**src/dcache_pkg.sv**
```systemverilog
// Shared geometry, access types and port structs of the L1 data cache data stage
`default_nettype none

package dcache_pkg;
	// Cache geometry
	localparam int L1D_WAYS = 4;
	localparam int L1D_SETS = 64;
	localparam int CACHE_LINE_BYTES = 64;
	localparam int CACHE_LINE_WORDS = 16;
	localparam int CACHE_LINE_OFFSET_WIDTH = 6;
	localparam int SET_IDX_WIDTH = 6;
	localparam int TAG_WIDTH = 20;
	localparam int THREADS_PER_CORE = 4;

	// Upper half of every IO address
	localparam logic [15:0] IO_PAGE_PREFIX = 16'hFFFF;

	typedef logic [31:0] scalar_t;
	typedef scalar_t [CACHE_LINE_WORDS - 1:0] vector_t;
	typedef logic [CACHE_LINE_BYTES * 8 - 1:0] cache_line_data_t;
	typedef logic [$clog2(L1D_WAYS) - 1:0] way_idx_t;
	typedef logic [SET_IDX_WIDTH - 1:0] set_idx_t;
	typedef logic [TAG_WIDTH - 1:0] tag_t;
	typedef logic [$clog2(THREADS_PER_CORE) - 1:0] thread_idx_t;
	typedef logic [CACHE_LINE_WORDS - 1:0] lane_mask_t;
	typedef logic [3:0] subcycle_t;

	typedef enum logic [2:0] {
		MEM_B,
		MEM_BX,
		MEM_S,
		MEM_SX,
		MEM_L,
		MEM_SYNC,
		MEM_BLOCK,
		MEM_SCGATH
	} mem_access_t;

	typedef struct packed {
		tag_t tag;
		set_idx_t set_idx;
		logic [CACHE_LINE_OFFSET_WIDTH - 1:0] offset;
	} cache_addr_t;

	typedef struct packed {
		logic [15:0] prefix;
		logic [15:0] offset;
	} io_addr_t;

	// Same request word seen as a cache address or as an IO address
	typedef union packed {
		cache_addr_t cache;
		io_addr_t io;
	} request_addr_t;

	typedef struct packed {
		logic valid;
		logic is_load;
		mem_access_t access_type;
		scalar_t pc;
		thread_idx_t thread;
		request_addr_t address;
		lane_mask_t lane_mask;
		subcycle_t subcycle;
		vector_t store_value;
	} mem_request_t;

	typedef struct packed {
		logic valid;
		tag_t tag;
	} way_tag_t;

	typedef struct packed {
		logic en;
		way_idx_t way;
		set_idx_t set;
		cache_line_data_t line;
	} fill_data_t;

	typedef struct packed {
		logic [L1D_WAYS - 1:0] way_en;
		set_idx_t set;
		tag_t tag;
	} fill_tag_t;

	typedef struct packed {
		logic write_en;
		logic read_en;
		thread_idx_t thread;
		scalar_t address;
		scalar_t write_value;
	} io_request_t;

	typedef struct packed {
		logic en;
		logic [CACHE_LINE_BYTES - 1:0] mask;
		scalar_t address;
		cache_line_data_t data;
		thread_idx_t thread;
		logic synchronized;
	} store_request_t;

	typedef struct packed {
		logic en;
		scalar_t address;
		thread_idx_t thread;
		logic synchronized;
	} miss_request_t;

	typedef struct packed {
		logic en;
		way_idx_t way;
	} lru_update_t;

	typedef struct packed {
		logic valid;
		thread_idx_t thread;
		request_addr_t address;
		mem_access_t access_type;
		lane_mask_t lane_mask;
		subcycle_t subcycle;
		logic rollback_en;
		scalar_t rollback_pc;
		logic suspend_thread;
		logic is_io_address;
		logic access_fault;
	} writeback_t;

	typedef struct packed {
		logic cache_load;
		logic cache_store;
		logic io_access;
		logic unaligned;
		logic synchronized;
	} request_class_t;
endpackage

`default_nettype wire

```
**src/dcache_request_decode.sv**
```systemverilog
// Request classifier for cache loads, cache stores and IO, with rollback and alignment checks
`timescale 1ns/1ps
`default_nettype none

module dcache_request_decode(
	input dcache_pkg::mem_request_t request,
	input wire logic rollback_en,
	input dcache_pkg::thread_idx_t rollback_thread,
	input wire logic store_mask_nonzero,
	output dcache_pkg::request_class_t req_class);

	import dcache_pkg::*;

	logic is_io_address;
	logic cancelled;
	logic active;
	logic cache_access;

	assign is_io_address = request.address.io.prefix == IO_PAGE_PREFIX;

	// A rollback from writeback squashes the same thread's request here
	assign cancelled = rollback_en && rollback_thread == request.thread;
	assign active = request.valid && !cancelled;

	// Stores with no enabled byte never reach the cache
	assign cache_access = active && !is_io_address
		&& (request.is_load || store_mask_nonzero);

	assign req_class.cache_load = cache_access && request.is_load;
	assign req_class.cache_store = cache_access && !request.is_load;
	assign req_class.io_access = active && is_io_address;
	assign req_class.synchronized = request.access_type == MEM_SYNC;

	always_comb
	begin
		case (request.access_type)
			MEM_S, MEM_SX:
				req_class.unaligned = request.address.cache.offset[0];

			MEM_L, MEM_SYNC, MEM_SCGATH:
				req_class.unaligned = |request.address.cache.offset[1:0];

			// Whole line transfers
			MEM_BLOCK:
				req_class.unaligned = |request.address.cache.offset;

			default:
				req_class.unaligned = 1'b0;
		endcase
	end
endmodule

`default_nettype wire

```
**config.mk**
```make
export PLATFORM = sky130hd
export DESIGN_NAME = dcache_request_decode
export DESIGN_NICKNAME = d
export VERILOG_FILES = /design/src/dcache_pkg.sv /design/src/dcache_request_decode.sv
export SDC_FILE = /design/constraint.sdc
export NUM_CORES = 1
export LEC_CHECK = 0
export ABC_AREA = 1
export ABC_CLOCK_PERIOD_IN_PS = 800
export BUFFER_PORTS_ARGS = -buffer_cell sky130_fd_sc_hd__buf_2
export CELL_PAD_IN_SITES_DETAIL_PLACEMENT = 1
export CELL_PAD_IN_SITES_GLOBAL_PLACEMENT = 1
export CORE_AREA = 2 2 236 238
export DETAILED_ROUTE_END_ITERATION = 12
export DIE_AREA = 0 0 238 240
export PLACE_DENSITY = 0.95
export SLEW_MARGIN = 20
export SYNTH_ARGS = -nofsm -noshare
export SYNTH_HDL_FRONTEND = slang
export SYNTH_SLANG_ARGS = --single-unit
```
**constraint.sdc**
```tcl
create_clock -name vclk -period 0.8
set_input_delay 0.12 -clock vclk [all_inputs]
set_output_delay 0.12 -clock vclk [all_outputs]
set_load 0.02 [all_outputs]
```
---- Word-level counts from Yosys, hierarchy flattened ----
Cells that the tools add are included.
cells by class
  reduce and logical (&&, ||, !) cells .... 15
  muxes and demuxes ....................... 1
  eq/ne operators ......................... 8
operator list
  cell                                                             number
  16-bit == test, second input constant                            1
  3-bit == test, second input constant                             4
  1-bit logical AND                                                7
  3-bit by 2-bit == test with 1-bit output, second input constant  2
  6-bit OR reduction                                               1
  2-bit OR reduction                                               2
  1-bit logical NOT                                                3
  1-bit one-hot mux with 3 select lines                            1
  3-bit OR reduction                                               1
  2-bit == test                                                    1
  1-bit logical OR                                                 1
word-level totals
  register bits after elaboration ......... 0
  input bits .............................. 607
  word-level logic and storage cells ...... 24
  output and inout port bits .............. 5

---- Longest topological paths before layout ----
  depth after elaboration ................. 7
  gate-level depth with buffers ........... 7
  gate-level depth less buffers ........... 7

---- Worst setup path before layout ----
OpenSTA, ideal clock, no wires.
  path type ............................... input to output
  from .................................... in rollback_thread[0]
  to ...................................... out req_class[3] (netlist name)
  data required time ...................... 0.680 ns
  buffers on the path ..................... 0
  arrival ................................. 0.738 ns
  stages on the path ...................... 7
  setup slack ............................. -0.058 ns
  cell sequence ........................... inv_2 -> nand2_1 -> nand3_1 -> nor2_1 -> nor2_2 -> nand2_1 -> nor2_1
RTL lines
  element      RTL line                     source
  from (decl)  dcache_request_decode.sv:8   input dcache_pkg::thread_idx_t rollback_thread,
  to (decl)    dcache_request_decode.sv:10  output dcache_pkg::request_class_t req_class);

==> results.cfg <==
[power_and_ir_drop]
vdd_ir_drop_max_mv = 0.168
power.density_cell_area_mw_per_mm2 = 216
power_mw = 0.322
static-leakage-power_nw = 0.332

[sta]
worst_pin_slew_ns = 0.183
rsz0062_at_grt = true
slew-limit-headroom_pct = 87.8
setup_ws_ns = -0.259
setup_violations = 4
slew_viol_final = 0
finalWorstPathRequiredPeriod_ns = 1.06
max_clock_freq_mhz = 944
period_share_pct = 132
hold_violations = 0

[finish]
layout-drive-gt1-share_pct = 76.7
design.seq.count = 0
final-instance-count-excl-fill = 790
fin_util_pct = 2.72
fillCellCount = 6568
antenna_cells_inserted = 0
regArea_sq_um = 0
synthToLayoutAreaGrowth_pct = 749
n_clock_buffer = 0
design.final.nets = 695

[worst_setup_path]
endpoint_kind = primary output
worst_setup_path_start_kind = input port
worst-path-buf-inv = 4
worst-endpoint-arrival_ns = 0.94
setup.worst_path.class = in2out
cp_slowest_stage_delay_ns = 0.14
path_delay_family = simple AND/OR/NAND/NOR gates
path_cells = buf_8, inv_2, nand2_2, nand3_2, nor2_2, nor2_2, buf_4, and2_4, buf_6
cp_slowest_cell = nor2_2
path_common_cell = nor2_2
crit_fanout = 2
worstPathRequired_ns = 0.68

[floorplan]
floorplan.io_pins = 612
chipHeight_um = 240
row_count = 86
floorplan.initialDensity_pct = 0.320
die-area_sq_mm = 0.0571
placeableCoreArea_sq_mm = 0.0547
die_width_um = 238

[routing]
antenna_left = 0
drtPass1Iterations = 4
drc = 0
routedWlPerCell_um = 2.66
wl_mm = 2.10
drt_iter0_markers = 5
post_drt_via_cell_ratio = 0.557
vias = 440

[status]
run_status = complete, but fails checks
violations_in_the_final_reports = negative setup slack

[global_route]
grt_antenna_before_repair = 2
grt_pass1_vias = 422
global_route.overflow_total = 0
grt_max_degree = 3
total_routing_usage_reported_by_global_routing_pct = 0.658
grt_pass1_wl_mm = 2.59

[placement]
place.gp.congestion = 0.591
hpwl_after_detailed_placement_mm = 1.89
buffers_added_on_ports = 38
placed_cells = 790

[synthesis]
synth_cell_type_count = 10
postSynthCellCount = 42
synth_fp_nets = 649
yosys_warnings = 0
synth_area_sq_um = 175
average_cell_area_after_synthesis_sq_um = 4.17
synth-seq-area-share_pct = 0

[clock_network]
hold_buffers = 0

[job]
maxCapViolations = 0

[min_path]
min-delay-path-class = in2out
logic make-up after synthesis:
family,synth area share [%]
AND/OR/NAND/NOR,78.6
buffers and inverters,10.7
AO/OA/AOI/OAI,10.7
cell usage after synthesis:
cell type   n  area share [%]
nand2_1    16              34
nor2_2      1             3.6
and2_1      1             3.6
nand3_1     1             2.9
inv_1       4             8.6
nand3b_1    1             4.3
a21oi_1     2             5.7
inv_2       1             2.1
nor2_1     14              30
o21ai_2     1             5.0
final cells by class:
cell class | count | area, sq um | area share, %
well taps | 704 | 881 | 59.2
repair buffers | 44 | 360 | 24.2
inverters | 5 | 21.3 | 1.43
multi-input cells | 37 | 225 | 15.1
final timing paths:
| path | startpoint | to | slack, ns | cells after the start |
|---|---|---|---|---|
| worst max-delay path | request[565] | req_class[2] | -0.26 | 9 |
| worst min-delay path | request[598] | req_class[0] | 0.57 | 4 |
layout by cell type, fill, tap and decap left out:
cell type | synthesis | layout
nand2_1 | 16 | 9
o21ai_2 | 1 | 1
and2_4 | 0 | 1
nand3_2 | 0 | 1
a21oi_4 | 0 | 1
nor2_4 | 0 | 2
buf_2 | 0 | 20
buf_8 | 0 | 1
buf_12 | 0 | 1
nand2_2 | 0 | 6
inv_1 | 4 | 2
inv_4 | 0 | 1
a21oi_1 | 2 | 1
nand3b_1 | 1 | 1
inv_2 | 1 | 2
buf_4 | 0 | 6
buf_6 | 0 | 16
nand2_4 | 0 | 1
nor2_2 | 1 | 6
nor2_1 | 14 | 7
routing by layer:
layer | share of wire, % | up-vias | track usage [%] | wire length (um)
met2 | 37 | 37 | 0.859 | 769
met1 | 42 | 182 | 1.07 | 881
met4 | 1.1 | 2 | 0 | 23
li1 | - | 215 | - | -
met3 | 20 | 4 | 0.195 | 413
met5 | 0.62 | - | 0 | 13
power breakdown:
group	switching, mW	leakage [nW]	internal, mW
Clock	0	0	0
Combinational	0.139	0.332	0.183
Sequential	0	0	0
what timing repair did:
action | in CTS | in global routing
setup buffers | 0 | 1
pin swaps | 6 | 21
resized for setup | 22 | 24
endpoints found under the setup margin | 5 | 4
metrics by stage:
step / hold slack, ns / area (sq um) / setup TNS (ns) / setup slack [ns]
after CTS: 0.615 / 1390 / -0.800 / -0.242
after detailed placement: 0.616 / 1310 / -1.34 / -0.627
final: 0.574 / 1490 / -0.919 / -0.259
after floorplan: 0.320 / 175 / -0.115 / -0.0576
after global routing: 0.599 / 1490 / -1.13 / -0.305
after global placement: 0.607 / 1310 / -1.29 / -0.653
No activity file was read; power rests on OpenSTA's default activity.
