`src/dcache_pkg.sv`:
```
// Shared geometry, access types and port structs of the L1 data cache data stage
`default_nettype none

package dcache_pkg;
	// Cache geometry
	localparam int L1D_WAYS = 4;
	localparam int L1D_SETS = 64;
	localparam int CACHE_LINE_BYTES = 64;
	localparam int CACHE_LINE_WORDS = 16;
	localparam int CACHE_LINE_OFFSET_WIDTH = 6;
	localparam int SET_IDX_WIDTH = 6;
	localparam int TAG_WIDTH = 20;
	localparam int THREADS_PER_CORE = 4;

	// Upper half of every IO address
	localparam logic [15:0] IO_PAGE_PREFIX = 16'hFFFF;

	typedef logic [31:0] scalar_t;
	typedef scalar_t [CACHE_LINE_WORDS - 1:0] vector_t;
	typedef logic [CACHE_LINE_BYTES * 8 - 1:0] cache_line_data_t;
	typedef logic [$clog2(L1D_WAYS) - 1:0] way_idx_t;
	typedef logic [SET_IDX_WIDTH - 1:0] set_idx_t;
	typedef logic [TAG_WIDTH - 1:0] tag_t;
	typedef logic [$clog2(THREADS_PER_CORE) - 1:0] thread_idx_t;
	typedef logic [CACHE_LINE_WORDS - 1:0] lane_mask_t;
	typedef logic [3:0] subcycle_t;

	typedef enum logic [2:0] {
		MEM_B,
		MEM_BX,
		MEM_S,
		MEM_SX,
		MEM_L,
		MEM_SYNC,
		MEM_BLOCK,
		MEM_SCGATH
	} mem_access_t;

	typedef struct packed {
		tag_t tag;
		set_idx_t set_idx;
		logic [CACHE_LINE_OFFSET_WIDTH - 1:0] offset;
	} cache_addr_t;

	typedef struct packed {
		logic [15:0] prefix;
		logic [15:0] offset;
	} io_addr_t;

	// Same request word seen as a cache address or as an IO address
	typedef union packed {
		cache_addr_t cache;
		io_addr_t io;
	} request_addr_t;

	typedef struct packed {
		logic valid;
		logic is_load;
		mem_access_t access_type;
		scalar_t pc;
		thread_idx_t thread;
		request_addr_t address;
		lane_mask_t lane_mask;
		subcycle_t subcycle;
		vector_t store_value;
	} mem_request_t;

	typedef struct packed {
		logic valid;
		tag_t tag;
	} way_tag_t;

	typedef struct packed {
		logic en;
		way_idx_t way;
		set_idx_t set;
		cache_line_data_t line;
	} fill_data_t;

	typedef struct packed {
		logic [L1D_WAYS - 1:0] way_en;
		set_idx_t set;
		tag_t tag;
	} fill_tag_t;

	typedef struct packed {
		logic write_en;
		logic read_en;
		thread_idx_t thread;
		scalar_t address;
		scalar_t write_value;
	} io_request_t;

	typedef struct packed {
		logic en;
		logic [CACHE_LINE_BYTES - 1:0] mask;
		scalar_t address;
		cache_line_data_t data;
		thread_idx_t thread;
		logic synchronized;
	} store_request_t;

	typedef struct packed {
		logic en;
		scalar_t address;
		thread_idx_t thread;
		logic synchronized;
	} miss_request_t;

	typedef struct packed {
		logic en;
		way_idx_t way;
	} lru_update_t;

	typedef struct packed {
		logic valid;
		thread_idx_t thread;
		request_addr_t address;
		mem_access_t access_type;
		lane_mask_t lane_mask;
		subcycle_t subcycle;
		logic rollback_en;
		scalar_t rollback_pc;
		logic suspend_thread;
		logic is_io_address;
		logic access_fault;
	} writeback_t;

	typedef struct packed {
		logic cache_load;
		logic cache_store;
		logic io_access;
		logic unaligned;
		logic synchronized;
	} request_class_t;
endpackage

`default_nettype wire

```
`src/dcache_store_align.sv`:
```
// Store alignment logic building the byte enable mask and big-endian line data
`timescale 1ns/1ps
`default_nettype none

module dcache_store_align(
	input dcache_pkg::mem_request_t request,
	output logic [dcache_pkg::CACHE_LINE_BYTES - 1:0] store_mask,
	output dcache_pkg::cache_line_data_t store_data);

	import dcache_pkg::*;

	lane_mask_t word_mask;
	lane_mask_t lane_oh;
	lane_mask_t subcycle_oh;
	logic [3:0] byte_mask;
	logic [$clog2(CACHE_LINE_WORDS) - 1:0] lane_idx;
	scalar_t scalar_value;
	scalar_t scatter_value;
	cache_line_data_t vector_swapped;

	function automatic scalar_t swap_bytes(input scalar_t value);
		return {value[7:0], value[15:8], value[23:16], value[31:24]};
	endfunction

	assign lane_idx = request.address.cache.offset[CACHE_LINE_OFFSET_WIDTH - 1:2];

	// Lane 0 sits in the top bit of a lane mask
	assign lane_oh = {1'b1, {(CACHE_LINE_WORDS - 1){1'b0}}} >> lane_idx;
	assign subcycle_oh = {1'b1, {(CACHE_LINE_WORDS - 1){1'b0}}} >> request.subcycle;

	assign scalar_value = request.store_value[0];
	assign scatter_value = request.store_value[~request.subcycle];

	always_comb
	begin
		for (int word = 0; word < CACHE_LINE_WORDS; word++)
			vector_swapped[word * 32+:32] = swap_bytes(request.store_value[word]);
	end

	// Word lanes
	always_comb
	begin
		case (request.access_type)
			MEM_BLOCK:
				word_mask = request.lane_mask;

			// Only the lane of this subcycle, if it is enabled
			MEM_SCGATH:
				word_mask = |(request.lane_mask & subcycle_oh) ? lane_oh : '0;

			default:
				word_mask = lane_oh;
		endcase
	end

	// Bytes within a word, and the data that goes with them
	always_comb
	begin
		case (request.access_type)
			MEM_B, MEM_BX:
			begin
				byte_mask = 4'b1000 >> request.address.cache.offset[1:0];
				store_data = {(CACHE_LINE_BYTES){scalar_value[7:0]}};
			end

			MEM_S, MEM_SX:
			begin
				byte_mask = request.address.cache.offset[1] ? 4'b0011 : 4'b1100;
				store_data = {(CACHE_LINE_BYTES / 2){scalar_value[7:0], scalar_value[15:8]}};
			end

			MEM_L, MEM_SYNC:
			begin
				byte_mask = 4'b1111;
				store_data = {(CACHE_LINE_WORDS){swap_bytes(scalar_value)}};
			end

			MEM_SCGATH:
			begin
				byte_mask = 4'b1111;
				store_data = {(CACHE_LINE_WORDS){swap_bytes(scatter_value)}};
			end

			// Block vector
			default:
			begin
				byte_mask = 4'b1111;
				store_data = vector_swapped;
			end
		endcase
	end

	// Byte b of the line lands on mask bit 63 - b
	always_comb
	begin
		for (int i = 0; i < CACHE_LINE_BYTES; i++)
			store_mask[i] = word_mask[i / 4] & byte_mask[i % 4];
	end
endmodule

`default_nettype wire

```
`config.mk`:
```
export PLATFORM = sky130hd
export DESIGN_NAME = dcache_store_align
export DESIGN_NICKNAME = d
export VERILOG_FILES = /design/src/dcache_pkg.sv /design/src/dcache_store_align.sv
export SDC_FILE = /design/constraint.sdc
export NUM_CORES = 1
export LEC_CHECK = 0
export BUFFER_PORTS_ARGS = -buffer_cell sky130_fd_sc_hd__buf_4
export CAP_MARGIN = 10
export CELL_PAD_IN_SITES_DETAIL_PLACEMENT = 0
export CELL_PAD_IN_SITES_GLOBAL_PLACEMENT = 1
export CORE_AREA = 4 4 456 458
export DETAILED_ROUTE_END_ITERATION = 16
export DIE_AREA = 0 0 460 462
export PLACE_DENSITY = 0.37
export RECOVER_POWER = 50
export SKIP_LAST_GASP = 1
export SYNTH_ARGS = -nofsm -noshare
export SYNTH_HDL_FRONTEND = slang
export SYNTH_SLANG_ARGS = --single-unit
```
`constraint.sdc`:
```
create_clock -name vclk -period 1.95
set_input_delay 0 -clock vclk [all_inputs]
set_output_delay 0 -clock vclk [all_outputs]
set_load 0.005 [all_outputs]
```
-- Word-level counts from Yosys, hierarchy flattened
Index checks and enable logic that the tools add are counted.
- input bits: 603
- output and inout bits: 576
- flip-flop bits (word level): 0
- eq/ne operators: 7
- order comparisons: 1
- shift-type cells: 3
- muxes and demuxes: 7
- reduce and logical (&&, ||, !) cells: 5
- bitwise operators: 66
- operators by type and width (kind ; count):
    512-bit one-hot mux with 4 select lines ; 1
    32-bit binary-select mux with 4-bit select ; 1
    1-bit bitwise AND ; 64
    32-bit two-way mux ; 1
    16-bit one-hot mux with 2 select lines ; 1
    16-bit by 4-bit right shift with 16-bit output, first input constant ; 2
    16-bit bitwise AND ; 1
    16-bit two-way mux ; 1
    16-bit OR reduction ; 1
    3-bit == test, second input constant ; 4
    4-bit one-hot mux with 2 select lines ; 1
    3-bit by 2-bit == test with 1-bit output, second input constant ; 2
    2-bit OR reduction ; 3
    4-bit by 5-bit less-than comparator with 1-bit output, second input constant ; 1
    4-bit two-way mux ; 1
    4-bit inverter ; 1
    4-bit by 2-bit right shift with 4-bit output, first input constant ; 1
    3-bit by 1-bit == test with 1-bit output, second input constant ; 1
    3-bit zero test ; 1

-- Depth between registers and ports, before layout
Gate-level depths: netlist of the first run.
- depth in word-level cells: 6
- gate-level depth with buffers: 11

-- Least setup slack after synthesis of the first run
No wires, ideal clock.
- path kind: input -> output
- start point: in request[512] (netlist bit)
- end point: out store_data[11]
- path slack: 0.239 ns
- arrival: 1.711 ns
- stages: 8
- cells stage by stage: buf_6 > buf_4 > mux4_2 > mux2i_1 > nor2_1 > a2111o_1 > buf_6 > a21o_1
- cells in the longest elaborated chain, start to end: 4
- RTL lines (item ; RTL line ; source):
    start, declared ; dcache_store_align.sv:6 ; input dcache_pkg::mem_request_t request,
    4-bit inverter ; dcache_store_align.sv:32 ; assign scatter_value = request.store_value[~request.subcycle];
    32-bit binary-select mux with 4-bit select ; dcache_store_align.sv:32 ;
    32-bit two-way mux (not written as such) ; dcache_store_align.sv:32 ;
    512-bit one-hot mux with 4 select lines ; dcache_store_align.sv:59 ; case (request.access_type)
    end, declared ; dcache_store_align.sv:8 ; output dcache_pkg::cache_line_data_t store_data);
No other way between the ends. The select of a mux whose other input is x is not followed.

-- Worst setup path after layout of the first run
- start point: in request[512] (netlist bit)
- end point: out store_data[220]
Same word-level chain as after synthesis.

==> impl_metrics.yaml, run 1 <==
setup_path:
  crit_fanout: 11
  cp.required_ns: 1.95
  startpoint: "request[512]"
  critPathCapture: "store_data[220]"
  startpoint_type: "primary input"
  end_kind: "primary output"
  cp.arrival_ns: 2.17
  worstSetupPathType: "in -> out"
global_routing:
  grt_max_degree: 67
  grt_pass1_wl_mm: 263
  grt-ovfl-total: 0
  antenna_found_initial: 77
  track_usage_pct: 19.1
  grt_pass1_vias: 21600
timing:
  layout_setup_ws_ns: -0.217
  tightest_slew_ns: 0.854
  setup_viol: 353
  slew_viol_final: 0
  relSlewSlack_pct: 43.1
  hold_viol: 0
  timing.fmax_ghz: 0.462
  min_period_ns: 2.17
  timing.final.crit_share_pct: 111
  rsz0062_at_grt: "yes"
routing:
  drcViolationCount: 0
  drtPass1Iterations: 5
  ant_nets: 0
  vias: 21400
  viasPerCell: 3.70
  wl_per_cell_um: 38.0
  finalWirelength_mm: 220
  drt_iter0_drc: 1400
finish:
  utilization_pct: 15.5
  finalInstanceArea_mm2: 0.0317
  drive_above_1_share_pct: 70.5
  register_area_um2: 0
  nets: 3677
  nClkBuffers: 0
  area_growth_syn_to_layout_pct: 180
  seq_cell_count: 0
  fill_cells: 23400
synthesis:
  synth-seq-area-share_pct: 0
  synthCells: 1658
  synth_area_mm2: 0.0113
  synth_nets: 2261
  yosysWarnings: 0
  avgSynthCellArea_um2: 6.83
  yosysUniqueCellTypes: 71
run_status:
  violations: "negative setup slack"
  status: "complete, but fails checks"
floorplanning:
  dieWidth_um: 460
  start_util_pct: 5.55
  coreArea_mm2: 0.204
  io_pins: 1179
  fp-row-count: 166
  fp.dieH_um: 462
  dieArea_mm2: 0.213
power_and_ir_drop:
  pwr_density_cell_mw_per_mm2: 370
  switching_share_pct: 52.8
  sequentialPowerShare_pct: 0
  power.switching_w: 0.00619
  p_int_w: 0.00554
  irDropWorstVdd_mv: 0.119
  p_leak_nw: 14.6
  clockPowerShare_pct: 0
  combPwrFrac_pct: 100.0
place:
  gp_congestion: 0.923
  placed_cell_area_mm2: 0.0256
  dp_slack_ns: -0.798
  dp_hpwl_mm: 190
  io_buffers: 1117
job:
  max_cap_viol_count: 0
worst_hold_path:
  hp-class: "in -> out"
clocking:
  ctsHoldBuffers: 0
[timing repair]
item,4_1_cts,5_1_grt
setup buffers,87,49
gates resized for setup,483,527
pin swaps,58,111
setup endpoints to repair,540,555
gates cloned,24,10
hold endpoints to repair,0,0
[cell type report]
class / count / area [um^2] / area share [%]
repair buffers: 1609 / 15200 / 48.0
multi-input cells: 1451 / 13000 / 41.1
well taps: 2688 / 3360 / 10.6
inverters: 12 / 58.8 / 0.186
diodes: 21 / 52.6 / 0.166
[worst min path at each step]
stage | to | from | slack, ns | cells past startpoint
3_5_place_dp | store_data[112] | request[104] | 0.28 | 4
2_1_floorplan | store_data[0] | request[24] | 0.08 | 2
6_report | store_data[118] | request[110] | 0.29 | 3
3_3_place_gp | store_data[336] | request[328] | 0.28 | 4
5_1_grt | store_data[112] | request[104] | 0.29 | 4
4_1_cts | store_data[112] | request[104] | 0.29 | 4
[cells in the mapped netlist (all sizes together) (7+ instances only)]
master,number,share of area (%)
nor2,49,1.7
mux4,71,14
clkbuf,92,3.1
mux2i,85,7.5
nand2b,15,0.83
a32oi,8,0.82
nor3,41,1.9
buf,104,7.0
a21o,246,16
nand2,445,15
o22ai,24,1.3
a211oi,114,7.7
o221ai,9,0.70
inv,12,0.40
nor4,36,2.0
o21ai,76,3.4
nand3,7,0.49
o21a,7,0.46
mux2,48,4.8
o211ai,9,0.60
nor2b,21,1.2
a21oi,58,2.8
[per-stage QoR]
step	TNS, ns	std cells	hold slack [ns]	total power, W
2_1_floorplan	0	1658	0.0850	0.00275
3_3_place_gp	-100.01	5610	0.280	0.00982
3_5_place_dp	-103.77	5610	0.281	0.00979
4_1_cts	-43.13	5717	0.287	0.0111
5_1_grt	-52.79	5774	0.292	0.0124
6_report	-27.88	5781	0.288	0.0117
[worst max-delay path, stage by stage]
cell     delay, ns
buf_16        0.12
buf_16        0.16
mux4_2        0.64
mux2_4        0.32
a32oi_2       0.20
nand2_2       0.16
buf_12        0.18
a21o_1        0.21
buf_6         0.13
[kinds of logic (layout without fill, tap and decap cells)]
logic type             after synthesis  count (layout)  share of synthesized area [%]
multiplexers                       204             204                           26.4
AND/OR/NAND/NOR                    642             642                           24.6
AO/OA/AOI/OAI                      604             605                           38.5
buffers and inverters              208            1621                           10.5
other                                0              21                              0
[per-layer routing]
metal	vias to the layer above	GRT usage [%]	share of wire (%)
met1	10900	24.3	43
li1	9033	-	-
met5	-	0	0.015
met3	215	7.00	9.5
met2	1231	31.3	45
met4	4	3.27	2.4
[cells in the final DEF (no fill, tap or decap), types with 18 or more instances in the layout]
master / count
buf_8: 27
a211oi_2: 66
a21oi_2: 18
nor3_1: 22
mux4_2: 71
a211oi_1: 31
buf_4: 1179
mux2i_1: 64
nand2_1: 314
buf_12: 106
o21ai_0: 33
mux2_2: 38
a21o_1: 234
nand2_4: 78
o21ai_1: 21
nor2_1: 38
diode_2: 21
a21oi_1: 27
nor4_4: 25
buf_6: 255
buf_16: 23
nand2_2: 51
[power groups by stage]
stage                     logic (W)  clock network [W]  registers, W
after floorplan             0.00275                  0             0
after global placement      0.00982                  0             0
after detailed placement    0.00979                  0             0
after CTS                    0.0111                  0             0
after global routing         0.0124     0.000000000979             0
final                        0.0117      0.00000000105             0
No activity file was read; power rests on OpenSTA's default activity.
==> run 2, diff against run 1 <==
--- a/config.mk
+++ b/config.mk
@@ -7,12 +7,10 @@
 export LEC_CHECK = 0
 export BUFFER_PORTS_ARGS = -buffer_cell sky130_fd_sc_hd__buf_4
 export CAP_MARGIN = 10
-export CELL_PAD_IN_SITES_DETAIL_PLACEMENT = 0
-export CELL_PAD_IN_SITES_GLOBAL_PLACEMENT = 1
-export CORE_AREA = 4 4 456 458
+export CORE_AREA = 4 4 451 453
 export DETAILED_ROUTE_END_ITERATION = 16
-export DIE_AREA = 0 0 460 462
-export PLACE_DENSITY = 0.37
+export DIE_AREA = 0 0 455 457
+export PLACE_DENSITY = 0.31
 export RECOVER_POWER = 50
 export SKIP_LAST_GASP = 1
 export SYNTH_ARGS = -nofsm -noshare
==> constraint.sdc (replaced) <==
create_clock -name vclk -period 2.6
set_input_delay 0 -clock vclk [all_inputs]
set_output_delay 0 -clock vclk [all_outputs]
set_load 0.005 [all_outputs]
==> impl_metrics.yaml, run 2 (synthesis results as in run 1) <==
run_status:
  status: "complete, no violations"
finish:
  drive_above_1_share_pct: 50.6
  nClkBuffers: 0
  area_growth_syn_to_layout_pct: 107
  nets: 3364
  register_area_um2: 0
  layout_commonest_cell: "buf_4"
  seq_cell_count: 0
  final_cell_mix: "buf_4 (1075), nand2_1 (442), a21o_1 (246), a211oi_1 (111), mux2i_1 (84)"
  utilization_pct: 11.7
  final_cells: 5437
global_routing:
  grt-ovfl-total: 0
  track_usage_pct: 17.6
  grt_pass1_wl_mm: 237
  grt_max_degree: 70
  grt_pass1_vias: 19400
  antenna_found_initial: 87
routing:
  ant_nets: 0
  drcViolationCount: 0
  wl_per_cell_um: 35.8
  drtPass1Iterations: 6
  viasPerCell: 3.57
  finalWirelength_mm: 195
  drt_iter0_drc: 1492
  vias: 19400
place:
  gp_congestion: 0.933
  dp.cells: 5415
  io_buffers: 1117
  dp_hpwl_mm: 177
worst_hold_path:
  hp-class: "in -> out"
  hold_path_depth: 4
  hold_start: "request[107]"
  min_to: "store_data[115]"
setup_path:
  cp.required_ns: 2.60
  worstSetupPathType: "in -> out"
  end_kind: "primary output"
  cp.arrival_ns: 2.50
  startpoint_type: "primary input"
  crit_fanout: 39
timing:
  relSlewSlack_pct: 45.0
  hold_viol: 0
  min_period_ns: 2.50
  rsz0062_at_grt: "no"
  tightest_slew_ns: 0.825
  slew_viol_final: 0
  setup_viol: 0
  timing.fmax_ghz: 0.400
  timing.final.crit_share_pct: 96.2
  tns_ns: 0
floorplanning:
  coreArea_mm2: 0.199
  dieArea_mm2: 0.208
  fp-row-count: 164
  start_util_pct: 5.68
  io_pins: 1179
  fp.dieH_um: 457
  dieWidth_um: 455
power_and_ir_drop:
  combPwrFrac_pct: 100.0
  switching_share_pct: 58.1
  sequentialPowerShare_pct: 0
  p_int_w: 0.00273
  clockPowerShare_pct: 0
  irDropWorstVdd_mv: 0.0881
  p_leak_nw: 11.5
  finalPower_w: 0.00653
  pwr_density_cell_mw_per_mm2: 279
  power.switching_w: 0.00380
job:
  max_cap_viol_count: 0
clocking:
  cts_setup_buffers: 0
## run 2: area by class of cell
class              instances  area (um^2)
diodes                    22         55.1
fillers                23400       176000
inverters                 12         47.5
multi-input cells       1450        10200
well taps               2656         3320
repair buffers          1297         9770
## run 2: stage by stage
stage | instance area (um^2) | hold slack (ns) | setup WS, ns
2_1_floorplan | 11300 | 0.0850 | 0.889
3_3_place_gp | 23700 | 0.281 | -0.632
3_5_place_dp | 23800 | 0.275 | -0.452
4_1_cts | 23800 | 0.275 | 0.0384
5_1_grt | 23400 | 0.289 | 0.00777
6_report | 23400 | 0.275 | 0.0989
## run 2: worst max path at each step
| stage | start | endpoint | slack (ns) | depth (start not counted) |
|---|---|---|---|---|
| after CTS | request[512] | store_data[325] | 0.04 | 11 |
| after detailed placement | request[599] | store_data[490] | -0.45 | 7 |
| after global placement | request[513] | store_data[103] | -0.63 | 8 |
| after floorplan | request[512] | store_data[11] | 0.89 | 8 |
| after global routing | request[599] | store_data[214] | 0.008 | 10 |
| final | request[513] | store_data[448] | 0.1 | 9 |
## run 2: layer usage
layer  up-vias  GRT usage [%]  share of wire (%)
li1       8391              -                  -
met1      9747           21.7                 42
met2      1078           30.2                 48
met3       177           5.52                9.0
met4         4           2.53                1.9
met5         -              0              0.014
## run 2: critical path, stage by stage
cell,delay [ns]
buf_8,0.31
buf_12,0.29
mux2_2,0.42
o22ai_1,0.26
a211oi_1,0.13
o211ai_1,0.19
buf_4,0.30
nand2_1,0.20
buf_4,0.20
## run 2: timing repair
| item | in CTS | in global routing |
|---|---|---|
| setup endpoints to repair | 36 | 12 |
| pin swaps | 0 | 0 |
| gates resized for setup | 9 | 2 |
| cloned | 0 | 0 |
| hold buffers | 0 | 0 |
## run 2: power groups by stage
stage | registers [W] | clock network (W) | logic, W
finish | 0 | 0.00000000102 | 0.00653
global route | 0 | 0.000000000768 | 0.00703
CTS | 0 | 0 | 0.00691
detailed placement | 0 | 0 | 0.00687
global placement | 0 | 0 | 0.00688
floorplan | 0 | 0 | 0.00206
