`config.mk`:
```
export PLATFORM = sky130hd
export DESIGN_NAME = dcache_hit_check
export DESIGN_NICKNAME = d
export VERILOG_FILES = /design/src/dcache_pkg.sv /design/src/dcache_hit_check.sv
export SDC_FILE = /design/constraint.sdc
export NUM_CORES = 1
export LEC_CHECK = 0
export BUFFER_PORTS_ARGS = -buffer_cell sky130_fd_sc_hd__buf_2
export CAP_MARGIN = 25
export CORE_AREA = 5 5 284 286
export DETAILED_ROUTE_END_ITERATION = 10
export DIE_AREA = 0 0 289 291
export PLACE_DENSITY = 0.3
export SLEW_MARGIN = 20
export SYNTH_ARGS = -nofsm -noshare
export SYNTH_HDL_FRONTEND = slang
export SYNTH_SLANG_ARGS = --single-unit
```
`constraint.sdc`:
```
create_clock -name clk -period 1.88 [get_ports clk]
set_clock_uncertainty 0.15 [all_clocks]
set_input_delay 0.188 -clock clk [delete_from_list [all_inputs] [get_ports clk]]
set_output_delay 0.188 -clock clk [all_outputs]
set_load 0.03 [all_outputs]
```
`src/dcache_pkg.sv`:
```
// Shared geometry, access types and port structs of the L1 data cache data stage
`default_nettype none

package dcache_pkg;
	// Cache geometry
	localparam int L1D_WAYS = 4;
	localparam int L1D_SETS = 64;
	localparam int CACHE_LINE_BYTES = 64;
	localparam int CACHE_LINE_WORDS = 16;
	localparam int CACHE_LINE_OFFSET_WIDTH = 6;
	localparam int SET_IDX_WIDTH = 6;
	localparam int TAG_WIDTH = 20;
	localparam int THREADS_PER_CORE = 4;

	// Upper half of every IO address
	localparam logic [15:0] IO_PAGE_PREFIX = 16'hFFFF;

	typedef logic [31:0] scalar_t;
	typedef scalar_t [CACHE_LINE_WORDS - 1:0] vector_t;
	typedef logic [CACHE_LINE_BYTES * 8 - 1:0] cache_line_data_t;
	typedef logic [$clog2(L1D_WAYS) - 1:0] way_idx_t;
	typedef logic [SET_IDX_WIDTH - 1:0] set_idx_t;
	typedef logic [TAG_WIDTH - 1:0] tag_t;
	typedef logic [$clog2(THREADS_PER_CORE) - 1:0] thread_idx_t;
	typedef logic [CACHE_LINE_WORDS - 1:0] lane_mask_t;
	typedef logic [3:0] subcycle_t;

	typedef enum logic [2:0] {
		MEM_B,
		MEM_BX,
		MEM_S,
		MEM_SX,
		MEM_L,
		MEM_SYNC,
		MEM_BLOCK,
		MEM_SCGATH
	} mem_access_t;

	typedef struct packed {
		tag_t tag;
		set_idx_t set_idx;
		logic [CACHE_LINE_OFFSET_WIDTH - 1:0] offset;
	} cache_addr_t;

	typedef struct packed {
		logic [15:0] prefix;
		logic [15:0] offset;
	} io_addr_t;

	// Same request word seen as a cache address or as an IO address
	typedef union packed {
		cache_addr_t cache;
		io_addr_t io;
	} request_addr_t;

	typedef struct packed {
		logic valid;
		logic is_load;
		mem_access_t access_type;
		scalar_t pc;
		thread_idx_t thread;
		request_addr_t address;
		lane_mask_t lane_mask;
		subcycle_t subcycle;
		vector_t store_value;
	} mem_request_t;

	typedef struct packed {
		logic valid;
		tag_t tag;
	} way_tag_t;

	typedef struct packed {
		logic en;
		way_idx_t way;
		set_idx_t set;
		cache_line_data_t line;
	} fill_data_t;

	typedef struct packed {
		logic [L1D_WAYS - 1:0] way_en;
		set_idx_t set;
		tag_t tag;
	} fill_tag_t;

	typedef struct packed {
		logic write_en;
		logic read_en;
		thread_idx_t thread;
		scalar_t address;
		scalar_t write_value;
	} io_request_t;

	typedef struct packed {
		logic en;
		logic [CACHE_LINE_BYTES - 1:0] mask;
		scalar_t address;
		cache_line_data_t data;
		thread_idx_t thread;
		logic synchronized;
	} store_request_t;

	typedef struct packed {
		logic en;
		scalar_t address;
		thread_idx_t thread;
		logic synchronized;
	} miss_request_t;

	typedef struct packed {
		logic en;
		way_idx_t way;
	} lru_update_t;

	typedef struct packed {
		logic valid;
		thread_idx_t thread;
		request_addr_t address;
		mem_access_t access_type;
		lane_mask_t lane_mask;
		subcycle_t subcycle;
		logic rollback_en;
		scalar_t rollback_pc;
		logic suspend_thread;
		logic is_io_address;
		logic access_fault;
	} writeback_t;

	typedef struct packed {
		logic cache_load;
		logic cache_store;
		logic io_access;
		logic unaligned;
		logic synchronized;
	} request_class_t;
endpackage

`default_nettype wire

```
`src/dcache_hit_check.sv`:
```
// Tag compare, hit way encoding and per-thread synchronized load tracking
`timescale 1ns/1ps
`default_nettype none

module dcache_hit_check(
	input wire logic clk,
	input wire logic reset,
	input dcache_pkg::mem_request_t request,
	input dcache_pkg::way_tag_t [dcache_pkg::L1D_WAYS - 1:0] way_tags,
	input dcache_pkg::request_class_t req_class,
	input dcache_pkg::fill_tag_t fill_tag,
	output logic hit,
	output dcache_pkg::way_idx_t hit_way,
	output logic near_miss);

	import dcache_pkg::*;

	logic [L1D_WAYS - 1:0] way_hit_oh;
	logic [THREADS_PER_CORE - 1:0] sync_pending;
	logic cache_access;
	logic fill_matches;

	assign cache_access = req_class.cache_load || req_class.cache_store;

	always_comb
	begin
		for (int way = 0; way < L1D_WAYS; way++)
		begin
			way_hit_oh[way] = way_tags[way].valid
				&& way_tags[way].tag == request.address.cache.tag;
		end
	end

	// A line sits in at most one way, so OR-ing the indices is enough
	always_comb
	begin
		hit_way = '0;
		for (int way = 0; way < L1D_WAYS; way++)
		begin
			if (way_hit_oh[way])
				hit_way = hit_way | way_idx_t'(way);
		end
	end

	// First synchronized load must go to L2 to register, even if the line is here
	assign hit = cache_access && |way_hit_oh
		&& (!req_class.synchronized || sync_pending[request.thread]);

	// Line arrives in this very cycle, so suspending would never be woken
	assign fill_matches = |fill_tag.way_en
		&& fill_tag.set == request.address.cache.set_idx
		&& fill_tag.tag == request.address.cache.tag;
	assign near_miss = req_class.cache_load && !hit && fill_matches
		&& !req_class.synchronized;

	// Toggles between first issue and retry of a synchronized load
	always_ff @(posedge clk, posedge reset)
	begin
		if (reset)
			sync_pending <= '0;
		else if (req_class.cache_load && req_class.synchronized)
			sync_pending[request.thread] <= !sync_pending[request.thread];
	end
endmodule

`default_nettype wire

```
* Word level (Yosys, flattened, before mapping)
Cells that the tools add are included.
Storage, ports and cells: register bits after elaboration 4, output and inout bits 4
Operators by class: $lt $le $gt $ge 2, eq/ne operators 6, multiplexer cells 8, reductions and logical operators 20
Operator list (number):
- $eq A20 B20 Y1 | 5
- $logic_and A1 B1 Y1 | 13
- $reduce_or A4 Y1 | 2
- $eq A6 B6 Y1 | 1
- $bwmux W4 | 1
- $mux W2 | 2
- $logic_not A1 Y1 | 3
- $lt A2 B3 Y1 const B | 1
- $mux W1 | 3
- $bmux W1 S2 | 1
- $demux W1 S2 | 1
- $ge A2 B1 Y1 const B | 1
- $logic_or A1 B1 Y1 | 2

* Depth between registers and ports, before layout
Gate-level depths: netlist (run 1).
depth after elaboration 9, gate-level depth with buffers 7, mapped depth without buffers 6

* Worst setup path after synthesis (run 1)
OpenSTA, ideal clock, no wires.
path type flip-flop to output port, start register sync_pending[3], end output near_miss, arrival 1.891 ns, slack -0.349 ns, stages on the path, launching flop included 5, path through dfrtp_1 > mux4_2 > o22ai_1 > a41oi_2 > nor3_1
On the way: word-level cells in the longest chain between the ends 8
Ends and longest elaborated chain:
- start, declared | RTL line dcache_hit_check.sv:19 | logic [THREADS_PER_CORE - 1:0] sync_pending;
- start signal, assigned by index | RTL line dcache_hit_check.sv:62 | sync_pending[request.thread] <= !sync_pending[request.thread];
- $bmux W1 S2 | RTL line dcache_hit_check.sv:47 | && (!req_class.synchronized || sync_pending[request.thread]);
- $mux W1 (not written as such) | RTL line dcache_hit_check.sv:47
- $logic_or A1 B1 Y1 | RTL line dcache_hit_check.sv:47
- $logic_and A1 B1 Y1 | RTL line dcache_hit_check.sv:47
- via hit | RTL line dcache_hit_check.sv:12 | output logic hit,
- $logic_not A1 Y1 | RTL line dcache_hit_check.sv:53 | assign near_miss = req_class.cache_load && !hit && fill_matches
- $logic_and A1 B1 Y1 (2 in a row) | RTL line dcache_hit_check.sv:53
- $logic_and A1 B1 Y1 | RTL line dcache_hit_check.sv:54 | && !req_class.synchronized;
- end, declared | RTL line dcache_hit_check.sv:14 | output logic near_miss);
The timed path passes the listed nets, and every way through them passes these cells. The select of a mux whose other input is x is not followed.

* Worst setup path after layout (run 1)
start input request[553] in the netlist's numbering, end output near_miss
On the way: word-level cells in the longest chain between the ends 9
Ends and longest elaborated chain:
- start, declared | RTL line dcache_hit_check.sv:8 | input dcache_pkg::mem_request_t request,
- $eq A20 B20 Y1 | RTL line dcache_hit_check.sv:30 | && way_tags[way].tag == request.address.cache.tag;
- $logic_and A1 B1 Y1 | RTL line dcache_hit_check.sv:30
- $reduce_or A4 Y1 | RTL line dcache_hit_check.sv:46 | assign hit = cache_access && |way_hit_oh
- $logic_and A1 B1 Y1 | RTL line dcache_hit_check.sv:46
- $logic_and A1 B1 Y1 | RTL line dcache_hit_check.sv:47
- $logic_not A1 Y1 | RTL line dcache_hit_check.sv:53
- $logic_and A1 B1 Y1 | RTL line dcache_hit_check.sv:53
- $logic_and A1 B1 Y1 * | RTL line dcache_hit_check.sv:53
- $logic_and A1 B1 Y1 * | RTL line dcache_hit_check.sv:54
Mark *: on every way between the ends. The rest lies on a longest branch, timed or not.

==> impl_metrics.tcl, run 1 <==
set metrics [dict create \
    outcome "finished with violations" \
    violations "setup timing" \
    slew_violations 0 \
    fp.dieW_um 289 \
    max-clock-path-buffers 2 \
    drtIter0Drc 25 \
    grt_pass1_wl_um 21690 \
    die_y_um 291 \
    grt.busiest_layer "met2" \
    crit_required_ns 1.54 \
    synth_mux_area_frac 0.01371 \
    fin_ws_ns -0.3925 \
    placementRows 103 \
    reg2reg_slack_ns 0.99 \
    yosysWarnings 0 \
    htreeDepth 1 \
    top_register "sync_pending" \
    final-hold-violation-count 0 \
    via_per_inst 1.462 \
    layout_commonest_cell "buf_2" \
    ys_seq_elements 4 \
    ir_drop_mv 0.5678 \
    synth_top_family_by_area "XOR/XNOR gates" \
    layout_common_cells "buf_2, xnor2_1, buf_4, xor2_1, nand4_1" \
    dp_hpwl_um 16120 \
    fmax_mhz 440.0 \
    coreArea_mm2 0.07810 \
    synth_compound_area_frac 0.01904 \
    synth.area.top_cells "xnor2_1, xor2_1, buf_6, nand4_1, xnor2_2" \
    die_area_mm2 0.08410 \
    dpl_cell_area_mm2 0.003891 \
    gr-total-overflow 0 \
    synth_area_per_cell_um2 8.832 \
    fin_area_mm2 0.004202 \
    path_class "in -> out" \
    area_delta_synth_final_pct 155.8 \
    place_congestion 0.7509 \
    avgRoutedWirePerCell_um 11.86 \
    firstDrtPassIters 4 \
    post-route-period-util 1.209 \
    ioPinCount 728 \
    syn_area_mm2 0.001643 \
    hp-class "in -> reg" \
    clk_latency_ns 0.22 \
    grt.total_usage 0.03840 \
    synth_top_cell_by_area "xnor2_1" \
    clkTransAtPathRegs_ns 0.03 \
    cp_max_fo 3 \
    global_route.usage.met3 0.01582 \
    crit_end "near_miss" \
    cts_buffers 3 \
    synth_fa_ha_area_frac 0 \
    vias 2070 \
    p_per_area_mw_per_mm2 306.8 \
    netlist.area_leader.share 0.3572 \
    r2r-end "sync_pending[3]" \
    wl_um 16790 \
    synth.distinct_cells 20 \
    ys_seq_area_frac 0.06093 \
    layout-drive-gt1-share 0.6175 \
    reg.largest.list "sync_pending (4)" \
    clkSinkCount 4 \
    antenna_found_initial 13 \
    grtUsageMet1 0.04981 \
    rsz0062_at_grt "true" \
    arrival_ns 1.93 \
    reg2reg_depth 2 \
    cp-startpoint "request[553]" \
    drc_errors 0 \
    drv_cap 0 \
    post-route-min-period_ns 2.272 \
    route.antenna.remaining_nets 0 \
    syn_nets 910 \
    rr_startpoint "sync_pending[3]" \
    cts-root-buf "clkbuf_16" \
    worst_pin_slew_ns 0.4179 \
    syn_inst 186 \
    place_ws_ns -1.083 \
    met2_usage 0.06199 \
    synthSimpleGateAreaFrac 0.1637 \
    portBuffers 150 \
    grt_pass1_vias 2517 \
    final_net_count 1092 \
    end_kind "primary output" \
    synth-xor-area-share 0.6184 \
    critPathLaunchType "input pin" \
    p_leak_nw 1.410 \
    grt_max_degree 6 \
    insertedDiodeCount 0 \
    setup_viol 4 \
    initial_utilization 0.02104 \
    cts_tree "built" \
    largest_reg_flops 4 \
    slew_headroom 0.7178 \
]
[layer usage]
layer	up-vias	wire [µm]
met5	-	79
met4	14	182
met3	22	1603
met2	131	7398
met1	920	7530
li1	983	-
[where the power goes]
part / switching [mW] / leakage [nW] / internal, mW / total [mW]
logic: 0.378 / 1.33 / 0.413 / 0.791
registers: 0.0331 / 0.0472 / 0.131 / 0.164
clock network: 0.0612 / 0.0370 / 0.272 / 0.333
[kinds of logic after synthesis]
logic type,Yosys count
DFF,4
xor gates and xnor gates,110
muxes,1
and+or+nand+nor,46
buffers and inverters,22
AOI/OAI and AO/OA,3
[area by class of cell]
| class | count | area, µm² |
|---|---|---|
| Tap cell | 1050 | 1314 |
| Inverter | 2 | 7.507 |
| Multi-Input combinational cell | 160 | 1518 |
| Clock buffer | 3 | 75.07 |
| Sequential cell | 4 | 100.1 |
| Timing Repair Buffer | 197 | 1187 |
| Fill cell | 9382 | 73900 |
[cell usage after synthesis (all sizes together)]
library cell,count
xnor2,74
xor2,36
buf,20
nand4,20
nor4,13
dfrtp,4
nand2,4
nand3,4
inv,2
nor3,2
a41oi,1
and3,1
mux4,1
nor2,1
nor3b,1
o22ai,1
o41ai,1
[how the worst min path moves through the flow]
stage,startpoint,end,depth (start not counted),slack [ns]
floorplan,reset,sync_pending[0],1,-0.20
global placement,reset,sync_pending[3],2,-0.06
detailed placement,reset,sync_pending[3],2,-0.07
CTS,req_class[0],sync_pending[3],3,0.12
global route,req_class[0],sync_pending[3],3,0.14
finish,req_class[0],sync_pending[3],3,0.12
[through the flow]
stage,setup TNS (ns),instances,total power [mW],utilization,hold slack [ns]
floorplan,0,186,0.5014,-,-0.1959
global placement,-3.265,1412,0.9348,0.04983,-0.06460
detailed placement,-3.853,1412,0.9325,0.04983,-0.06704
CTS,-1.532,1416,1.320,0.05340,0.1218
global route,-1.718,1416,1.374,0.05380,0.1445
finish,-1.318,1416,1.289,0.05380,0.1163
[timing repair]
action,in CTS,in global routing
setup buffers,1,0
setup endpoints to repair,4,4
endpoints found under the hold margin,4,0
pin swaps,10,4
hold buffers,1,0
resized for setup,38,6
[critical path, cell delays in order]
cell	delay (ns)
buf_4	0.14
buf_4	0.15
buf_6	0.13
xor2_4	0.18
nor4_2	0.24
buf_4	0.20
nand4_1	0.16
a41oi_4	0.34
nor3_4	0.05
buf_6	0.14
Note: power is estimated with default switching activity, not from simulation.
==> run 2: changes to the inputs <==
--- a/config.mk
+++ b/config.mk
@@ -10,7 +10,6 @@
 export CORE_AREA = 5 5 284 286
 export DETAILED_ROUTE_END_ITERATION = 10
 export DIE_AREA = 0 0 289 291
-export PLACE_DENSITY = 0.3
 export SLEW_MARGIN = 20
 export SYNTH_ARGS = -nofsm -noshare
 export SYNTH_HDL_FRONTEND = slang
==> impl_metrics.tcl, run 2 (synthesized netlist as in run 1, its figures left out) <==
set metrics [dict create \
    grt.total_usage 0.03336 \
    cts_tree "built" \
    clkTransAtPathRegs_ns 0.03 \
    fin_cells 1411 \
    die_y_um 291 \
    ir_drop_mv 0.1824 \
    cts-root-buf "clkbuf_16" \
    rsz0062_at_grt "true" \
    final-hold-violation-count 0 \
    worst_pin_slew_ns 0.5981 \
    max_stage_delay_ns 0.51 \
    antenna_found_initial 22 \
    firstDrtPassIters 4 \
    cts_buffers 3 \
    coreArea_mm2 0.07810 \
    grt_max_degree 6 \
    crit_buf_inv 2 \
    ioPinCount 728 \
    p_per_area_mw_per_mm2 308.2 \
    holdWs_ns 0.1245 \
    clkSinkCount 4 \
    top_register "sync_pending" \
    post-route-period-util 1.110 \
    outcome "finished with violations" \
    cp_cell_sequence "mux4_2 > o22ai_4 > buf_6 > a41oi_4 > nor3_4 > buf_6" \
    power_mw 1.353 \
    place_ws_ns -0.9387 \
    grt_pass1_wl_um 18140 \
    area_delta_synth_final_pct 167.3 \
    vias 2083 \
    violations "setup timing" \
    layout-drive-gt1-share 0.6404 \
    fp.dieW_um 289 \
    max-clock-path-buffers 2 \
    dp_hpwl_um 13690 \
    slew_headroom 0.5999 \
    fmax_mhz 479.1 \
    wl_um 14460 \
    hp-class "in -> reg" \
    slew_violations 0 \
    post-route-min-period_ns 2.087 \
    gr-total-overflow 0 \
    portBuffers 150 \
    crit_top_cell "buf_6" \
    largest_reg_flops 4 \
    place_inst 1398 \
    place_congestion 0.8205 \
    p_leak_nw 1.476 \
    critPathLaunchType "register" \
    route.antenna.remaining_nets 0 \
    layout_common_cells "buf_2, xnor2_1, xor2_1, buf_4, nand4_1" \
    path_class "reg -> out" \
    arrival_ns 1.75 \
    final_util 0.05622 \
    drtIter0Drc 52 \
    final_net_count 1082 \
    htreeDepth 1 \
    setup_viol 4 \
    layout_commonest_cell "buf_2" \
    clk_latency_ns 0.22 \
    critPathTopFamily "multiplexers" \
    crit_required_ns 1.54 \
    end_kind "primary output" \
    drc_errors 0 \
    avgRoutedWirePerCell_um 10.25 \
    initial_utilization 0.02104 \
    drv_cap 0 \
    placementRows 103 \
    reg.largest.list "sync_pending (4)" \
    slowest_stage "mux4_2" \
    via_per_inst 1.476 \
    cp_max_fo 2 \
    grt_pass1_vias 2252 \
    die_area_mm2 0.08410 \
    fin_ws_ns -0.2071 \
]
[run 2: layer usage]
layer | part of all wire | global-route usage | routed length, µm | vias up
li1 | - | - | - | 972
met1 | 0.48 | 0.04511 | 6918 | 880
met2 | 0.38 | 0.04775 | 5455 | 193
met3 | 0.11 | 0.01738 | 1659 | 36
met4 | 0.029 | 0.005621 | 420 | 2
met5 | 0.00048 | 0 | 7 | -
[run 2: final cells by class]
cell class,instances,area [µm²]
Fill cell,9295,73710
Timing Repair Buffer,187,1226
Tap cell,1050,1314
Antenna cell,5,12.51
Sequential cell,4,100.1
Multi-Input combinational cell,160,1655
Clock buffer,3,75.07
Inverter,2,7.507
[run 2: per-stage QoR]
stage | setup TNS, ns | area (µm²)
after floorplan | 0 | 1665
final | -0.6137 | 4390
after CTS | -1.127 | 4113
after detailed placement | -2.836 | 3871
after global routing | -0.9853 | 4378
after global placement | -2.777 | 3864
[run 2: worst paths after layout]
| path | from | to | slack, ns | depth (start not counted) |
|---|---|---|---|---|
| max | sync_pending[3] | near_miss | -0.21 | 6 |
| min | req_class[0] | sync_pending[3] | 0.12 | 3 |
| max reg2reg | sync_pending[3] | sync_pending[3] | 0.89 | 3 |
| min reg2reg | sync_pending[2] | sync_pending[2] | 0.38 | 2 |
| max in group asynchronous | reset | sync_pending[3] | 1.09 | 3 |
| min in group asynchronous | reset | sync_pending[0] | 0.34 | 3 |
[run 2: repair_timing]
item                                    CTS  global route
buffers inserted                          3             2
hold buffers                              1             0
gates resized for setup                  26            48
pin swaps                                15            35
endpoints found under the hold margin     4             0
endpoints found under the setup margin    4             4
gates cloned                              0             0
[run 2: report_power, final]
part           leakage [nW]  switching (mW)  internal (mW)
sequential           0.0472          0.0209          0.131
combinational          1.39           0.374          0.501
clock                0.0370          0.0551          0.271
[run 2: worst register-to-register path, cell delays in order (launching register included)]
cell     delay, ns
dfrtp_1       0.36
buf_4         0.13
buf_4         0.12
xnor2_1       0.12
==> run 3: changes to the inputs <==
--- a/config.mk
+++ b/config.mk
@@ -8,6 +8,7 @@
 export BUFFER_PORTS_ARGS = -buffer_cell sky130_fd_sc_hd__buf_2
 export CAP_MARGIN = 25
 export CORE_AREA = 5 5 284 286
+export CTS_BUF_LIST = sky130_fd_sc_hd__clkbuf_8
 export DETAILED_ROUTE_END_ITERATION = 10
 export DIE_AREA = 0 0 289 291
 export SLEW_MARGIN = 20
==> impl_metrics.tcl, run 3 (synthesized netlist as in run 1, its figures left out) <==
set metrics [dict create \
    place_congestion 0.8205 \
    clkSinkCount 4 \
    die_area_mm2 0.08410 \
    max_stage_delay_ns 0.34 \
    area_delta_synth_final_pct 165.1 \
    netSwitchingFraction 0.3614 \
    grt_max_degree 6 \
    grt_pass1_vias 2250 \
    vias 2078 \
    place_ws_ns -0.9387 \
    r2r-end "sync_pending[0]" \
    drtIter0Drc 51 \
    firstDrtPassIters 4 \
    hp-class "in -> reg" \
    layout_common_cells "buf_2, xnor2_1, xor2_1, buf_4, nand4_1" \
    arrival_ns 1.72 \
    worst_pin_slew_ns 0.5981 \
    gr-total-overflow 0 \
    portBuffers 150 \
    met2_usage 0.04758 \
    drc_errors 0 \
    p_switching_mw 0.4277 \
    final-hold-violation-count 0 \
    htreeDepth 1 \
    seq_power_share 0.128 \
    p_per_area_mw_per_mm2 271.8 \
    post-route-period-util 1.092 \
    crit_end "near_miss" \
    cts-root-buf "clkbuf_8" \
    p_leak_nw 1.455 \
    grtUsageMet1 0.04497 \
    grt_pass1_wl_um 18090 \
    clkTransAtPathRegs_ns 0.03 \
    critPathLaunchType "input pin" \
    fp.dieW_um 289 \
    cp-startpoint "request[554]" \
    clk_latency_ns 0.21 \
    place_inst 1398 \
    initial_utilization 0.02104 \
    grt.busiest_layer "met2" \
    largest_reg_flops 4 \
    via_per_inst 1.474 \
    cp_max_fo 5 \
    setup_viol 4 \
    path_class "in -> out" \
    violations "setup timing" \
    crit_required_ns 1.54 \
    cts_tree "built" \
    max-clock-path-buffers 2 \
    cts_buffers 3 \
    placementRows 103 \
    slowest_stage "nor4_4" \
    layout_commonest_cell "buf_2" \
    layout-drive-gt1-share 0.6366 \
    route.antenna.remaining_nets 0 \
    drv_cap 0 \
    fin_ws_ns -0.1737 \
    reg2reg_slack_ns 0.95 \
    dpl_cell_area_mm2 0.003871 \
    slew_violations 0 \
    outcome "finished with violations" \
    clkPwrFrac 0.147 \
    global_route.usage.met3 0.01715 \
    fin_area_mm2 0.004355 \
    reg.largest.list "sync_pending (4)" \
    final_net_count 1081 \
    ioPinCount 728 \
    ir_drop_mv 0.1706 \
    reg2reg_depth 2 \
    post-route-min-period_ns 2.054 \
    crit_top_cell "nand4_1" \
    coreArea_mm2 0.07810 \
    pwr-share-comb 0.725 \
    wl_um 14440 \
    slew_headroom 0.5999 \
    grt.total_usage 0.03331 \
    end_kind "primary output" \
    avgRoutedWirePerCell_um 10.24 \
    rsz0062_at_grt "true" \
    top_register "sync_pending" \
    cp_cell_sequence "buf_2 > xnor2_1 > nand4_1 > nor4_4 > nand4_1 > a41oi_4 > nor3_4 > buf_6" \
    fin_cells 1410 \
    rr_startpoint "sync_pending[0]" \
    holdWs_ns 0.1346 \
    antenna_found_initial 22 \
    dp_hpwl_um 13690 \
    fin_tns_setup_ns -0.5916 \
    die_y_um 291 \
    power.internal_mw 0.7559 \
    fmax_mhz 486.9 \
]
[run 3: cell types whose count changed in the layout (fill, tap and decap cells not counted)]
cell       before  now
clkbuf_16       3    0
buf_8           3    2
buf_2         134  132
buf_6          12   13
xnor2_1        51   52
buf_12          7    8
xnor2_2        18   17
clkbuf_8        0    3
[run 3: metal layers]
metal,vias to the layer above,routed length [µm],part of all wire
met5,-,7,0.00048
met4,2,411,0.028
met3,33,1646,0.11
met2,193,5456,0.38
met1,879,6915,0.48
li1,971,-,-
[run 3: metrics by stage]
| step | total power, mW | utilization |
|---|---|---|
| 2_1_floorplan | 0.5014 | - |
| 3_3_place_gp | 0.9037 | 0.04947 |
| 3_5_place_dp | 0.9087 | 0.04957 |
| 4_1_cts | 1.134 | 0.05213 |
| 5_1_grt | 1.281 | 0.05561 |
| 6_report | 1.184 | 0.05577 |
[run 3: how the worst min path moves through the flow]
stage | startpoint | endpoint | slack (ns) | cells past startpoint
after global routing | req_class[0] | sync_pending[3] | 0.17 | 3
after detailed placement | reset | sync_pending[0] | -0.03 | 2
after global placement | reset | sync_pending[1] | -0.03 | 2
after floorplan | reset | sync_pending[0] | -0.20 | 1
final | req_class[0] | sync_pending[3] | 0.13 | 3
after CTS | req_class[0] | sync_pending[3] | 0.13 | 3
[run 3: worst max-delay path, delay by kind of cell]
kind	cells	cell delay [ns]
buffers and inverters	2	0.34
XOR/XNOR	1	0.14
AO/OA/AOI/OAI	1	0.27
AND/OR/NAND/NOR	4	0.77
[run 3: area by class of cell]
type                    count  area (µm²)
inverters                   2       7.507
multi-input cells         160        1648
clock buffers               3       41.29
well taps                1050        1314
diodes                      5       12.51
flip-flops and latches      4       100.1
fillers                  9296       73740
repair buffers            186        1232
[run 3: what timing repair did]
item,4_1_cts,5_1_grt
setup endpoints to repair,4,4
buffers inserted,3,1
resized for setup,25,53
endpoints found under the hold margin,4,0
gates cloned,0,0
pin swaps,14,35
hold buffers,1,0
[run 3: power groups by stage]
stage               logic [mW]  clock network, mW  registers (mW)
floorplan                0.347                  0           0.154
global placement         0.752                  0           0.152
detailed placement       0.755                  0           0.154
CTS                      0.803              0.179           0.153
global route             0.935              0.189           0.157
finish                   0.858              0.174           0.151
